===== config.mk =====
export PLATFORM = sky130hd
export DESIGN_NAME = issue_stage_top
export DESIGN_NICKNAME = d
export VERILOG_FILES = /design/src/logic/isa_pkg.sv /design/src/logic/issue_pkg.sv /design/src/logic/issue_stage_top.sv /design/src/logic/issue_packet_former.sv /design/src/logic/issue_control.sv /design/src/logic/rs_entry_array.sv
export VERILOG_INCLUDE_DIRS = /design/src /design/src/include
export SDC_FILE = /design/constraint.sdc
export NUM_CORES = 2
export LEC_CHECK = 0
export BUFFER_PORTS_ARGS = -buffer_cell sky130_fd_sc_hd__buf_4
export CAP_MARGIN = 40
export CORE_MARGIN = 1
export CORE_UTILIZATION = 45
export DETAILED_ROUTE_END_ITERATION = 12
export SLEW_MARGIN = 20
export SYNTH_ARGS = -nofsm -noshare
export SYNTH_HDL_FRONTEND = slang
export SYNTH_HIERARCHICAL = 1
export SYNTH_SLANG_ARGS = --single-unit

===== constraint.sdc =====
create_clock -name clock -period 11.82 [get_ports clock]
set_input_delay 0.591 -clock clock [delete_from_list [all_inputs] [get_ports clock]]
set_output_delay 0.591 -clock clock [all_outputs]
set_load 0.05 [all_outputs]

===== src/include/issue_defines.svh =====
`ifndef ISSUE_DEFINES_SVH
`define ISSUE_DEFINES_SVH

// datapath width, RV32
`define XLEN 32

// reservation station
`define RS_DEPTH 8
`define RS_IDX_W $clog2(`RS_DEPTH)

// physical register tags
`define PHYS_REGS 64
`define TAG_W $clog2(`PHYS_REGS)

// reorder buffer index
`define ROB_DEPTH 32
`define ROB_IDX_W $clog2(`ROB_DEPTH)

// unit classes: alu, mul, load, branch
`define FU_NUM 4

// credits a unit class starts with
`define CREDIT_W 2
`define ALU_CREDITS 2
`define MUL_CREDITS 2
`define LOAD_CREDITS 2
`define BR_CREDITS 2

`endif

===== src/logic/isa_pkg.sv =====
package isa_pkg;

    // ====================
    // instruction formats
    // ====================
    typedef struct packed {
        logic [6:0] funct7;
        logic [4:0] rs2;
        logic [4:0] rs1;
        logic [2:0] funct3;
        logic [4:0] rd;
        logic [6:0] opcode;
    } r_type_t;

    typedef struct packed {
        logic [11:0] imm;
        logic [4:0]  rs1;
        logic [2:0]  funct3;
        logic [4:0]  rd;
        logic [6:0]  opcode;
    } i_type_t;

    typedef struct packed {
        logic [6:0] imm_hi;
        logic [4:0] rs2;
        logic [4:0] rs1;
        logic [2:0] funct3;
        logic [4:0] imm_lo;
        logic [6:0] opcode;
    } s_type_t;

    // branch offset bits are scattered
    typedef struct packed {
        logic       imm_12;
        logic [5:0] imm_10_5;
        logic [4:0] rs2;
        logic [4:0] rs1;
        logic [2:0] funct3;
        logic [3:0] imm_4_1;
        logic       imm_11;
        logic [6:0] opcode;
    } b_type_t;

    typedef struct packed {
        logic [19:0] imm;
        logic [4:0]  rd;
        logic [6:0]  opcode;
    } u_type_t;

    typedef struct packed {
        logic       imm_20;
        logic [9:0] imm_10_1;
        logic       imm_11;
        logic [7:0] imm_19_12;
        logic [4:0] rd;
        logic [6:0] opcode;
    } j_type_t;

    typedef union packed {
        r_type_t r;
        i_type_t i;
        s_type_t s;
        b_type_t b;
        u_type_t u;
        j_type_t j;
    } inst_t;

    // ====================
    // operand selects
    // ====================
    typedef enum logic [1:0] {
        OPA_IS_RS1  = 2'd0,
        OPA_IS_NPC  = 2'd1,
        OPA_IS_PC   = 2'd2,
        OPA_IS_ZERO = 2'd3
    } opa_sel_e;

    typedef enum logic [2:0] {
        OPB_IS_RS2   = 3'd0,
        OPB_IS_I_IMM = 3'd1,
        OPB_IS_S_IMM = 3'd2,
        OPB_IS_B_IMM = 3'd3,
        OPB_IS_U_IMM = 3'd4,
        OPB_IS_J_IMM = 3'd5
    } opb_sel_e;

    typedef enum logic [3:0] {
        ALU_ADD, ALU_SUB, ALU_SLT, ALU_SLTU,
        ALU_AND, ALU_OR, ALU_XOR, ALU_SLL,
        ALU_SRL, ALU_SRA, ALU_MUL, ALU_MULH,
        ALU_MULHSU, ALU_MULHU
    } alu_func_e;

    // value doubles as index into per-class vectors
    typedef enum logic [1:0] {
        FU_ALU    = 2'd0,
        FU_MUL    = 2'd1,
        FU_LOAD   = 2'd2,
        FU_BRANCH = 2'd3
    } fu_type_e;

    // ====================
    // immediates
    // ====================
    function automatic logic [31:0] imm_i(input inst_t inst);
        return {{20{inst.i.imm[11]}}, inst.i.imm};
    endfunction

    function automatic logic [31:0] imm_s(input inst_t inst);
        return {{20{inst.s.imm_hi[6]}}, inst.s.imm_hi, inst.s.imm_lo};
    endfunction

    // bit 0 is always zero for branch and jump targets
    function automatic logic [31:0] imm_b(input inst_t inst);
        return {{19{inst.b.imm_12}}, inst.b.imm_12, inst.b.imm_11,
                inst.b.imm_10_5, inst.b.imm_4_1, 1'b0};
    endfunction

    function automatic logic [31:0] imm_u(input inst_t inst);
        return {inst.u.imm, 12'b0};
    endfunction

    function automatic logic [31:0] imm_j(input inst_t inst);
        return {{11{inst.j.imm_20}}, inst.j.imm_20, inst.j.imm_19_12,
                inst.j.imm_11, inst.j.imm_10_1, 1'b0};
    endfunction

endpackage


===== src/logic/issue_pkg.sv =====
`include "issue_defines.svh"

package issue_pkg;

    typedef logic [`RS_IDX_W-1:0]  rs_idx_t;
    typedef logic [`TAG_W-1:0]     tag_t;
    typedef logic [`ROB_IDX_W-1:0] rob_idx_t;

    // one bit per unit class, indexed by fu_type_e
    typedef logic [`FU_NUM-1:0] fu_vec_t;

    // micro-op as it leaves decode and rename
    typedef struct packed {
        isa_pkg::inst_t    inst;
        logic [`XLEN-1:0]  pc;
        logic [`XLEN-1:0]  npc;
        isa_pkg::opa_sel_e opa_select;
        isa_pkg::opb_sel_e opb_select;
        isa_pkg::alu_func_e alu_func;
        isa_pkg::fu_type_e fu_type;
        rob_idx_t          rob_idx;
        tag_t              dest_tag;
        tag_t              src1_tag;
        logic              src1_ready;
        tag_t              src2_tag;
        logic              src2_ready;
    } disp_packet_t;

    typedef struct packed {
        logic         valid;
        disp_packet_t disp_packet;
    } rs_entry_t;

    // single tag broadcast
    typedef struct packed {
        logic valid;
        tag_t tag;
    } cdb_t;

    // what a unit port receives
    typedef struct packed {
        logic               valid;
        isa_pkg::alu_func_e opcode;
        logic [`XLEN-1:0]   src1_val;
        logic [`XLEN-1:0]   src2_val;
        logic [`XLEN-1:0]   imm;
        logic               src2_valid;
        rob_idx_t           rob_idx;
        tag_t               dest_tag;
        isa_pkg::fu_type_e  fu_type;
    } issue_packet_t;

endpackage


===== src/logic/issue_stage_top.sv =====
`timescale 1ns/1ps
`include "issue_defines.svh"

module issue_stage_top (
    input  logic                     clock,
    input  logic                     rst_n_i,
    input  logic                     disp_valid_i,
    input  issue_pkg::disp_packet_t  disp_packet_i,
    input  issue_pkg::cdb_t          cdb_i,
    input  issue_pkg::fu_vec_t       credit_return_i,
    output logic                     rs_full_o,
    output issue_pkg::issue_packet_t alu_req_o,
    output issue_pkg::issue_packet_t mul_req_o,
    output issue_pkg::issue_packet_t load_req_o,
    output issue_pkg::issue_packet_t br_req_o
);

    // storage to control and former
    issue_pkg::rs_entry_t [`RS_DEPTH-1:0] entries;
    logic [`RS_DEPTH-1:0]                 valid_mask;
    logic [`RS_DEPTH-1:0]                 ready_mask;

    // control to storage
    logic                                 alloc_en;
    issue_pkg::rs_idx_t                   alloc_idx;
    logic [`RS_DEPTH-1:0]                 clear_mask;

    // control to former
    issue_pkg::fu_vec_t                   grant;
    issue_pkg::rs_idx_t [`FU_NUM-1:0]     grant_idx;

    rs_entry_array rs_entry_array_inst (
        .clock         (clock),
        .rst_n_i       (rst_n_i),
        .alloc_en_i    (alloc_en),
        .alloc_idx_i   (alloc_idx),
        .disp_packet_i (disp_packet_i),
        .cdb_i         (cdb_i),
        .clear_mask_i  (clear_mask),
        .entries_o     (entries),
        .valid_mask_o  (valid_mask),
        .ready_mask_o  (ready_mask)
    );

    issue_control issue_control_inst (
        .clock           (clock),
        .rst_n_i         (rst_n_i),
        .disp_valid_i    (disp_valid_i),
        .valid_mask_i    (valid_mask),
        .ready_mask_i    (ready_mask),
        .entries_i       (entries),
        .credit_return_i (credit_return_i),
        .rs_full_o       (rs_full_o),
        .alloc_en_o      (alloc_en),
        .alloc_idx_o     (alloc_idx),
        .grant_o         (grant),
        .grant_idx_o     (grant_idx),
        .clear_mask_o    (clear_mask)
    );

    issue_packet_former issue_packet_former_inst (
        .clock       (clock),
        .rst_n_i     (rst_n_i),
        .entries_i   (entries),
        .grant_i     (grant),
        .grant_idx_i (grant_idx),
        .alu_req_o   (alu_req_o),
        .mul_req_o   (mul_req_o),
        .load_req_o  (load_req_o),
        .br_req_o    (br_req_o)
    );

endmodule


===== src/logic/issue_packet_former.sv =====
`timescale 1ns/1ps
`include "issue_defines.svh"

module issue_packet_former (
    input  logic                                    clock,
    input  logic                                    rst_n_i,
    input  issue_pkg::rs_entry_t [`RS_DEPTH-1:0]    entries_i,
    input  issue_pkg::fu_vec_t                      grant_i,
    input  issue_pkg::rs_idx_t [`FU_NUM-1:0]        grant_idx_i,
    output issue_pkg::issue_packet_t                alu_req_o,
    output issue_pkg::issue_packet_t                mul_req_o,
    output issue_pkg::issue_packet_t                load_req_o,
    output issue_pkg::issue_packet_t                br_req_o
);

    issue_pkg::issue_packet_t formed [`FU_NUM];
    issue_pkg::issue_packet_t pkt_q [`FU_NUM];
    issue_pkg::fu_vec_t       valid_q;

    // operand muxing for one entry
    function automatic issue_pkg::issue_packet_t form_packet(
        input issue_pkg::disp_packet_t d
    );
        issue_pkg::issue_packet_t p;
        logic [`XLEN-1:0]         opb;
        p = '0;
        case (d.opa_select)
            isa_pkg::OPA_IS_RS1: p.src1_val = `XLEN'(d.src1_tag);
            isa_pkg::OPA_IS_NPC: p.src1_val = d.npc;
            isa_pkg::OPA_IS_PC:  p.src1_val = d.pc;
            default:             p.src1_val = '0;
        endcase
        case (d.opb_select)
            isa_pkg::OPB_IS_RS2:   opb = `XLEN'(d.src2_tag);
            isa_pkg::OPB_IS_I_IMM: opb = isa_pkg::imm_i(d.inst);
            isa_pkg::OPB_IS_S_IMM: opb = isa_pkg::imm_s(d.inst);
            isa_pkg::OPB_IS_B_IMM: opb = isa_pkg::imm_b(d.inst);
            isa_pkg::OPB_IS_U_IMM: opb = isa_pkg::imm_u(d.inst);
            isa_pkg::OPB_IS_J_IMM: opb = isa_pkg::imm_j(d.inst);
            default:               opb = '0;
        endcase
        p.valid      = 1'b1;
        p.opcode     = d.alu_func;
        p.src2_val   = opb;
        p.imm        = opb;
        // I and U immediates replace the second source
        p.src2_valid = !(d.opb_select == isa_pkg::OPB_IS_I_IMM ||
                         d.opb_select == isa_pkg::OPB_IS_U_IMM);
        p.rob_idx    = d.rob_idx;
        p.dest_tag   = d.dest_tag;
        p.fu_type    = d.fu_type;
        return p;
    endfunction

    // one packet per class from its granted entry
    always_comb begin
        for (int c = 0; c < `FU_NUM; c++) begin
            formed[c] = form_packet(entries_i[grant_idx_i[c]].disp_packet);
        end
    end

    // ====================
    // unit port registers
    // ====================
    always_ff @(posedge clock) begin
        if (!rst_n_i) begin
            valid_q <= '0;
        end else begin
            valid_q <= grant_i;
        end
    end

    // payload only moves on a grant
    always_ff @(posedge clock) begin
        for (int c = 0; c < `FU_NUM; c++) begin
            if (grant_i[c]) begin
                pkt_q[c] <= formed[c];
            end
        end
    end

    // valid for one cycle, unit must take it
    always_comb begin
        alu_req_o        = pkt_q[isa_pkg::FU_ALU];
        alu_req_o.valid  = valid_q[isa_pkg::FU_ALU];
        mul_req_o        = pkt_q[isa_pkg::FU_MUL];
        mul_req_o.valid  = valid_q[isa_pkg::FU_MUL];
        load_req_o       = pkt_q[isa_pkg::FU_LOAD];
        load_req_o.valid = valid_q[isa_pkg::FU_LOAD];
        br_req_o         = pkt_q[isa_pkg::FU_BRANCH];
        br_req_o.valid   = valid_q[isa_pkg::FU_BRANCH];
    end

endmodule


===== src/logic/issue_control.sv =====
`timescale 1ns/1ps
`include "issue_defines.svh"

module issue_control (
    input  logic                                    clock,
    input  logic                                    rst_n_i,
    input  logic                                    disp_valid_i,
    input  logic [`RS_DEPTH-1:0]                    valid_mask_i,
    input  logic [`RS_DEPTH-1:0]                    ready_mask_i,
    input  issue_pkg::rs_entry_t [`RS_DEPTH-1:0]    entries_i,
    input  issue_pkg::fu_vec_t                      credit_return_i,
    output logic                                    rs_full_o,
    output logic                                    alloc_en_o,
    output issue_pkg::rs_idx_t                      alloc_idx_o,
    output issue_pkg::fu_vec_t                      grant_o,
    output issue_pkg::rs_idx_t [`FU_NUM-1:0]        grant_idx_o,
    output logic [`RS_DEPTH-1:0]                    clear_mask_o
);

    // reset value per class, in fu_type_e order
    localparam logic [`CREDIT_W-1:0] INIT_CREDITS [`FU_NUM] = '{
        `CREDIT_W'(`ALU_CREDITS),
        `CREDIT_W'(`MUL_CREDITS),
        `CREDIT_W'(`LOAD_CREDITS),
        `CREDIT_W'(`BR_CREDITS)
    };

    logic                  rs_full_q;
    logic [`CREDIT_W-1:0]  credit_q [`FU_NUM];
    logic [`RS_DEPTH-1:0]  alloc_onehot;
    logic [`RS_DEPTH-1:0]  next_valid;
    logic [`RS_DEPTH-1:0]  class_cand [`FU_NUM];

    // lowest set bit, shared by allocation and grant select
    function automatic issue_pkg::rs_idx_t lowest_set(input logic [`RS_DEPTH-1:0] vec);
        issue_pkg::rs_idx_t idx;
        idx = '0;
        for (int i = `RS_DEPTH - 1; i >= 0; i--) begin
            if (vec[i]) begin
                idx = issue_pkg::rs_idx_t'(i);
            end
        end
        return idx;
    endfunction

    // ====================
    // allocation
    // ====================
    assign alloc_en_o  = disp_valid_i && !rs_full_q;
    assign alloc_idx_o = lowest_set(~valid_mask_i);

    always_comb begin
        alloc_onehot = '0;
        if (alloc_en_o) begin
            alloc_onehot[alloc_idx_o] = 1'b1;
        end
    end

    // occupancy after this edge
    assign next_valid = (valid_mask_i | alloc_onehot) & ~clear_mask_o;

    always_ff @(posedge clock) begin
        if (!rst_n_i) begin
            rs_full_q <= 1'b0;
        end else begin
            rs_full_q <= &next_valid;
        end
    end

    assign rs_full_o = rs_full_q;

    // ====================
    // grant select
    // ====================
    always_comb begin
        grant_o      = '0;
        grant_idx_o  = '0;
        clear_mask_o = '0;
        for (int c = 0; c < `FU_NUM; c++) begin
            // ready entries of this class, nothing if out of credit
            for (int i = 0; i < `RS_DEPTH; i++) begin
                class_cand[c][i] = ready_mask_i[i] && credit_q[c] != '0 &&
                    entries_i[i].disp_packet.fu_type == isa_pkg::fu_type_e'(c);
            end
            grant_o[c]     = |class_cand[c];
            grant_idx_o[c] = lowest_set(class_cand[c]);
            if (grant_o[c]) begin
                clear_mask_o[grant_idx_o[c]] = 1'b1;
            end
        end
    end

    // ====================
    // credit counters
    // ====================
    // grant and return together leave the count as is
    always_ff @(posedge clock) begin
        if (!rst_n_i) begin
            for (int c = 0; c < `FU_NUM; c++) begin
                credit_q[c] <= INIT_CREDITS[c];
            end
        end else begin
            for (int c = 0; c < `FU_NUM; c++) begin
                case ({grant_o[c], credit_return_i[c]})
                    2'b10:   credit_q[c] <= credit_q[c] - 1'b1;
                    2'b01:   credit_q[c] <= credit_q[c] + 1'b1;
                    default: credit_q[c] <= credit_q[c];
                endcase
            end
        end
    end

endmodule


===== src/logic/rs_entry_array.sv =====
`timescale 1ns/1ps
`include "issue_defines.svh"

module rs_entry_array (
    input  logic                                     clock,
    input  logic                                     rst_n_i,
    input  logic                                     alloc_en_i,
    input  issue_pkg::rs_idx_t                       alloc_idx_i,
    input  issue_pkg::disp_packet_t                  disp_packet_i,
    input  issue_pkg::cdb_t                          cdb_i,
    input  logic [`RS_DEPTH-1:0]                     clear_mask_i,
    output issue_pkg::rs_entry_t [`RS_DEPTH-1:0]     entries_o,
    output logic [`RS_DEPTH-1:0]                     valid_mask_o,
    output logic [`RS_DEPTH-1:0]                     ready_mask_o
);

    logic [`RS_DEPTH-1:0]    valid_q;
    issue_pkg::disp_packet_t pkt_q [`RS_DEPTH];
    issue_pkg::disp_packet_t alloc_pkt;

    // incoming packet sees this cycle's broadcast too
    always_comb begin
        alloc_pkt = disp_packet_i;
        if (cdb_i.valid && disp_packet_i.src1_tag == cdb_i.tag) begin
            alloc_pkt.src1_ready = 1'b1;
        end
        if (cdb_i.valid && disp_packet_i.src2_tag == cdb_i.tag) begin
            alloc_pkt.src2_ready = 1'b1;
        end
    end

    // ====================
    // entry valid bits
    // ====================
    // alloc targets a free slot, clear a valid one, so no overlap
    always_ff @(posedge clock) begin
        if (!rst_n_i) begin
            valid_q <= '0;
        end else begin
            for (int i = 0; i < `RS_DEPTH; i++) begin
                if (alloc_en_i && alloc_idx_i == issue_pkg::rs_idx_t'(i)) begin
                    valid_q[i] <= 1'b1;
                end else if (clear_mask_i[i]) begin
                    valid_q[i] <= 1'b0;
                end
            end
        end
    end

    // ====================
    // payload and wakeup
    // ====================
    always_ff @(posedge clock) begin
        for (int i = 0; i < `RS_DEPTH; i++) begin
            if (alloc_en_i && alloc_idx_i == issue_pkg::rs_idx_t'(i)) begin
                pkt_q[i] <= alloc_pkt;
            end else if (cdb_i.valid && valid_q[i]) begin
                // tag match on a waiting source
                if (pkt_q[i].src1_tag == cdb_i.tag) begin
                    pkt_q[i].src1_ready <= 1'b1;
                end
                if (pkt_q[i].src2_tag == cdb_i.tag) begin
                    pkt_q[i].src2_ready <= 1'b1;
                end
            end
        end
    end

    // ready means valid with both sources in
    always_comb begin
        for (int i = 0; i < `RS_DEPTH; i++) begin
            entries_o[i].valid       = valid_q[i];
            entries_o[i].disp_packet = pkt_q[i];
            ready_mask_o[i] = valid_q[i] && pkt_q[i].src1_ready && pkt_q[i].src2_ready;
        end
    end

    assign valid_mask_o = valid_q;

endmodule


======== Word-level counts from Yosys, hierarchy flattened ========
Memories as Yosys holds them, arrays and structs flattened.
Cells that the tools add are included.
word-level totals
  bits in registers ....................... 13
  memory bits (writable) .................. 1520
  input bits .............................. 146
  memories kept ........................... 3
memory list
  memory                          words  width  rd ports  clocked after Yosys merged registers in  write ports  line                       source
  rs_entry_array_inst.pkt_q       8      132    8         0                                        8            rs_entry_array.sv:18       issue_pkg::disp_packet_t pkt_q [`RS_DEPTH];
  issue_packet_former_inst.pkt_q  4      114    4         0                                        4            issue_packet_former.sv:17  issue_pkg::issue_packet_t pkt_q [`FU_NUM];
  issue_control_inst.credit_q     4      2      4         0                                        4            issue_control.sv:29        logic [`CREDIT_W-1:0] credit_q [`FU_NUM];
cells by class
  add/sub/neg operators ................... 8
  order comparisons ....................... 10
  equal/unequal tests ..................... 85
  multiplexer cells ....................... 242
  bitwise gates (word level) .............. 35
  reductions and logical operators ........ 151
operators by type and width
  operator                                                     count
  binary-select mux 133 bit (select 3 bit)                     4
  one-hot mux 32 bit (6 select lines)                          4
  2-to-1 mux 132 bit                                           4
  one-hot mux 32 bit (3 select lines)                          4
  2-to-1 mux 1 bit                                             164
  2-to-1 mux 3 bit                                             40
  equality test 6 bit                                          18
  logical AND 1 bit                                            104
  equality test 2 bit (second input constant)                  24
  2-to-1 mux 8 bit                                             5
  equality test 3 bit (second input constant)                  12
  equality test 2 x 1 -> 1 bit (second input constant)         16
  OR 8 bit                                                     4
  OR reduction 8 bit                                           4
  equality test 3 x 2 -> 1 bit (second input constant)         10
  OR 1 bit                                                     28
  logical NOT 2 bit                                            12
  2-to-1 mux 2 bit                                             12
  nonzero test 2 bit                                           12
  less-than comparator 3 x 4 -> 1 bit (second input constant)  5
  NOT 8 bit                                                    2
  demux 1 bit (select 3 bit)                                   5
  equality test 3 x 1 -> 1 bit (second input constant)         5
  >= comparator 3 x 1 -> 1 bit (second input constant)         5
  8 further kinds                                              28

======== Depth between registers and ports, before layout ========
An unclocked memory read counts as a cell.
  depth after elaboration ................. 27
  mapped depth ............................ 14
  mapped depth without buffers ............ 11

======== Modules after synthesis ========
The synthesis kept the hierarchy.
modules (own cells, without submodules)
  module               instances  cells each  area each (um^2)  seq. area each (um^2)
  issue_packet_former  1          2796        43295.3           9929.5
  rs_entry_array       1          1316        33674.8           31850.5
  issue_control        1          249         1825.5            260.2

======== Least setup slack after synthesis ========
Ideal clock, no wire load.
  path kind ............................... register -> register
  start ................................... register rs_entry_array_inst.valid_q[0] (netlist: rs_entry_array_inst/valid_mask_o[0])
  end ..................................... memory issue_control_inst/credit_q[0][2] in the netlist's numbering, enable pin
  data arrival time ....................... 8.169 ns
  data required time ...................... 11.493 ns
  slack ................................... 3.324 ns
  cell stages (with the launch flop) ...... 8
  clock period less this slack ............ 8.496 ns
  cell sequence ........................... dfxtp_1 -> and3_1 -> and3b_1 -> clkbuf_1 -> nor4_1 -> o21ai_0 -> ha_1 -> o21ai_0
RTL lines
  item                              line                  source
  start: declaration                rs_entry_array.sv:17  logic [`RS_DEPTH-1:0] valid_q;
  start signal: assignment          rs_entry_array.sv:38  valid_q <= '0;
  start signal: indexed assignment  rs_entry_array.sv:42  valid_q[i] <= 1'b1;
  start signal: indexed assignment  rs_entry_array.sv:44  valid_q[i] <= 1'b0;
  end: declaration                  issue_control.sv:29

==> results.tsv <==
stage	metric	value	unit
sta	setup_tns	0	ns
sta	slew_violations	0	
clock_network	clock-sinks	1349	
grt	grt_use_total	29.1	%
cells_and_area	final_layout_size_suffix_gt1_share	44.4	%
pwr	p_leak	27.3	nW
clock_network	numCtsBuffers	153	
cells_and_area	mostFrequentLayoutCells	edfxtp_1, mux4_2, buf_4	
sta	worstMarginPinSlew	1.08	ns
floorplan	row_count	151	
clock_network	cts_resized	0	
worst_setup_path	r2r_cells	11	
routing	wl_per_cell	35.4	um
worst_setup_path	endpoint_kind	flop	
routing	drt-pass1-iter-count	6	
yosys	synth_area	77100	um2
floorplan	ioPinCount	607	
sta	fin_ws	5.87	ns
cells_and_area	regArea	40400	um2
cells_and_area	multi_input_area	34000	um2
worst_setup_path	path_class	reg2reg	
sta	finClkSkew	0.0261	ns
cells_and_area	syn2layout_area_growth	16.3	%
min_path	min_path_type	in2reg	
routing	drt_iter0_drc	5205	
cells_and_area	design_area	89700	um2
cells_and_area	final_nets	4974	
run	max-cap-violations	0	
placed_design	hpwl	161	mm
worst_setup_path	worst_ep_arrival_time	6.45	ns
pwr	p_per_area	125	nW/um2
sta	slew_headroom	27.8	%
worst_setup_path	start_kind	flop	
placed_design	place_area	83500	um2
floorplan	die_area	173000	um2
routing	wl	254	mm
sta	fin_crit	5.95	ns
placed_design	place_ws	5.98	ns
cells_and_area	layout_commonest_cell	edfxtp_1	
status	outcome	completed	
routing	post-route-drc-count	0	
worst_setup_path	reg2reg_slack	5.87	ns
floorplan	core-area	170000	um2
cells_and_area	fillers	13500	
sta	post-route-period-util	50.4	%
routing	postRouteAntennaNets	0	
pwr	irDropWorstVdd	0.000141	V
clock_network	cts-htree-levels	4	
routing	vias	48200	
yosys	ys_warn_count	6	
clock_network	path_clk_slew	0.06	ns
grt	grt_max_degree	106	
placed_design	portBuffers	599	
floorplan	start_util	45.4	%
yosys	synth_area_per_cell	17.9	um2
grt	grt_pass1_wl	358	mm
routing	vias_per_cell	6.72	
placed_design	place.gp.congestion	0.910	
yosys	synth_nets	4460	
grt	gr-total-overflow	0	
clock_network	clockBufferDepth	3	
clock_network	holdBufCountCts	115	
grt	grt_pass1_vias	48400	
clock_network	clock_latency	0.81	ns
sta	final-setup-viol-count	0	
sta	rsz0062_at_grt	no	
floorplan	die_x	416	um
clock_network	root_buffer	clkbuf_16	
clock_network	cts_setup_buffers	0	
worst_setup_path	crit_required	12.32	ns
yosys	syn_inst	4305	
sta	fmax	0.168	GHz
min_path	whs_path_depth	1	
clock_network	tritoncts	yes	
floorplan	die_h	416	um
grt	antenna_found_initial	20	
sta	finalHoldViolations	0	
worst_setup_path	path_max_fanout	31	
[worst paths after layout]
check / from / endpoint
setup / recovery: rs_entry_array_inst/valid_mask_o[5] / issue_packet_former_inst/pkt_q[0][61]
hold / removal: disp_packet_i[1] / rs_entry_array_inst/pkt_q[0][397]
setup reg to reg: rs_entry_array_inst/valid_mask_o[5] / issue_packet_former_inst/pkt_q[0][61]
hold reg to reg: rs_entry_array_inst/pkt_q[1][0] / rs_entry_array_inst/pkt_q[1][0]
[stage by stage]
step	hold WS [ns]	utilization [%]	cells	power (mW)
final	0.0600	52.8	7172	11.2
after global routing	0.0318	52.8	7170	11.5
after CTS	0.000612	52.7	7156	11.3
after detailed placement	0.548	49.1	6764	6.49
after global placement	0.545	48.6	6725	6.47
after floorplan	0.478	-	4305	6.10
[where the power goes]
part           leakage [nW]  internal, mW  switching, mW
clock                  2.41          2.75           1.98
combinational          12.6         0.393          0.596
sequential             12.3          5.38         0.0711
total                  27.3          8.52           2.65
[worst max-delay path, cell delays in order, from the launching register on]
cell,delay [ns]
dfxtp_1,0.49
and3_1,0.35
or3b_2,0.50
o41ai_1,0.10
a21oi_1,0.29
a21boi_4,0.70
buf_4,0.67
buf_4,0.69
mux4_2,0.63
mux2_2,0.42
o21ai_1,0.51
a22oi_1,0.25
[cell type report]
type / instances / area share (%)
clock inverters: 95 / 1.09
well taps: 2218 / 3.09
flip-flops and latches: 1349 / 45.0
diodes: 13 / 0.0363
repair buffers: 847 / 8.21
clock buffers: 182 / 4.46
multi-input cells: 2441 / 37.9
inverters: 27 / 0.155
[flip-flops by register name, indices dropped and copies added, names as in the netlist]
name / cells
issue_packet_former_inst/valid_q: 4
issue_control_inst/rs_full_o: 1
rs_entry_array_inst/pkt_q: 1000
issue_control_inst/credit_q: 8
rs_entry_array_inst/valid_mask_o: 8
issue_packet_former_inst/pkt_q: 328
[layer usage]
metal | GRT usage (%) | share of wire, % | up-vias
li1 | - | - | 19500
met1 | 37.4 | 37 | 25400
met2 | 48.0 | 49 | 2727
met3 | 4.99 | 8.3 | 522
met4 | 13.9 | 5.2 | 0
met5 | 0 | 0 | -
Note: power is estimated with default switching activity, not from simulation.
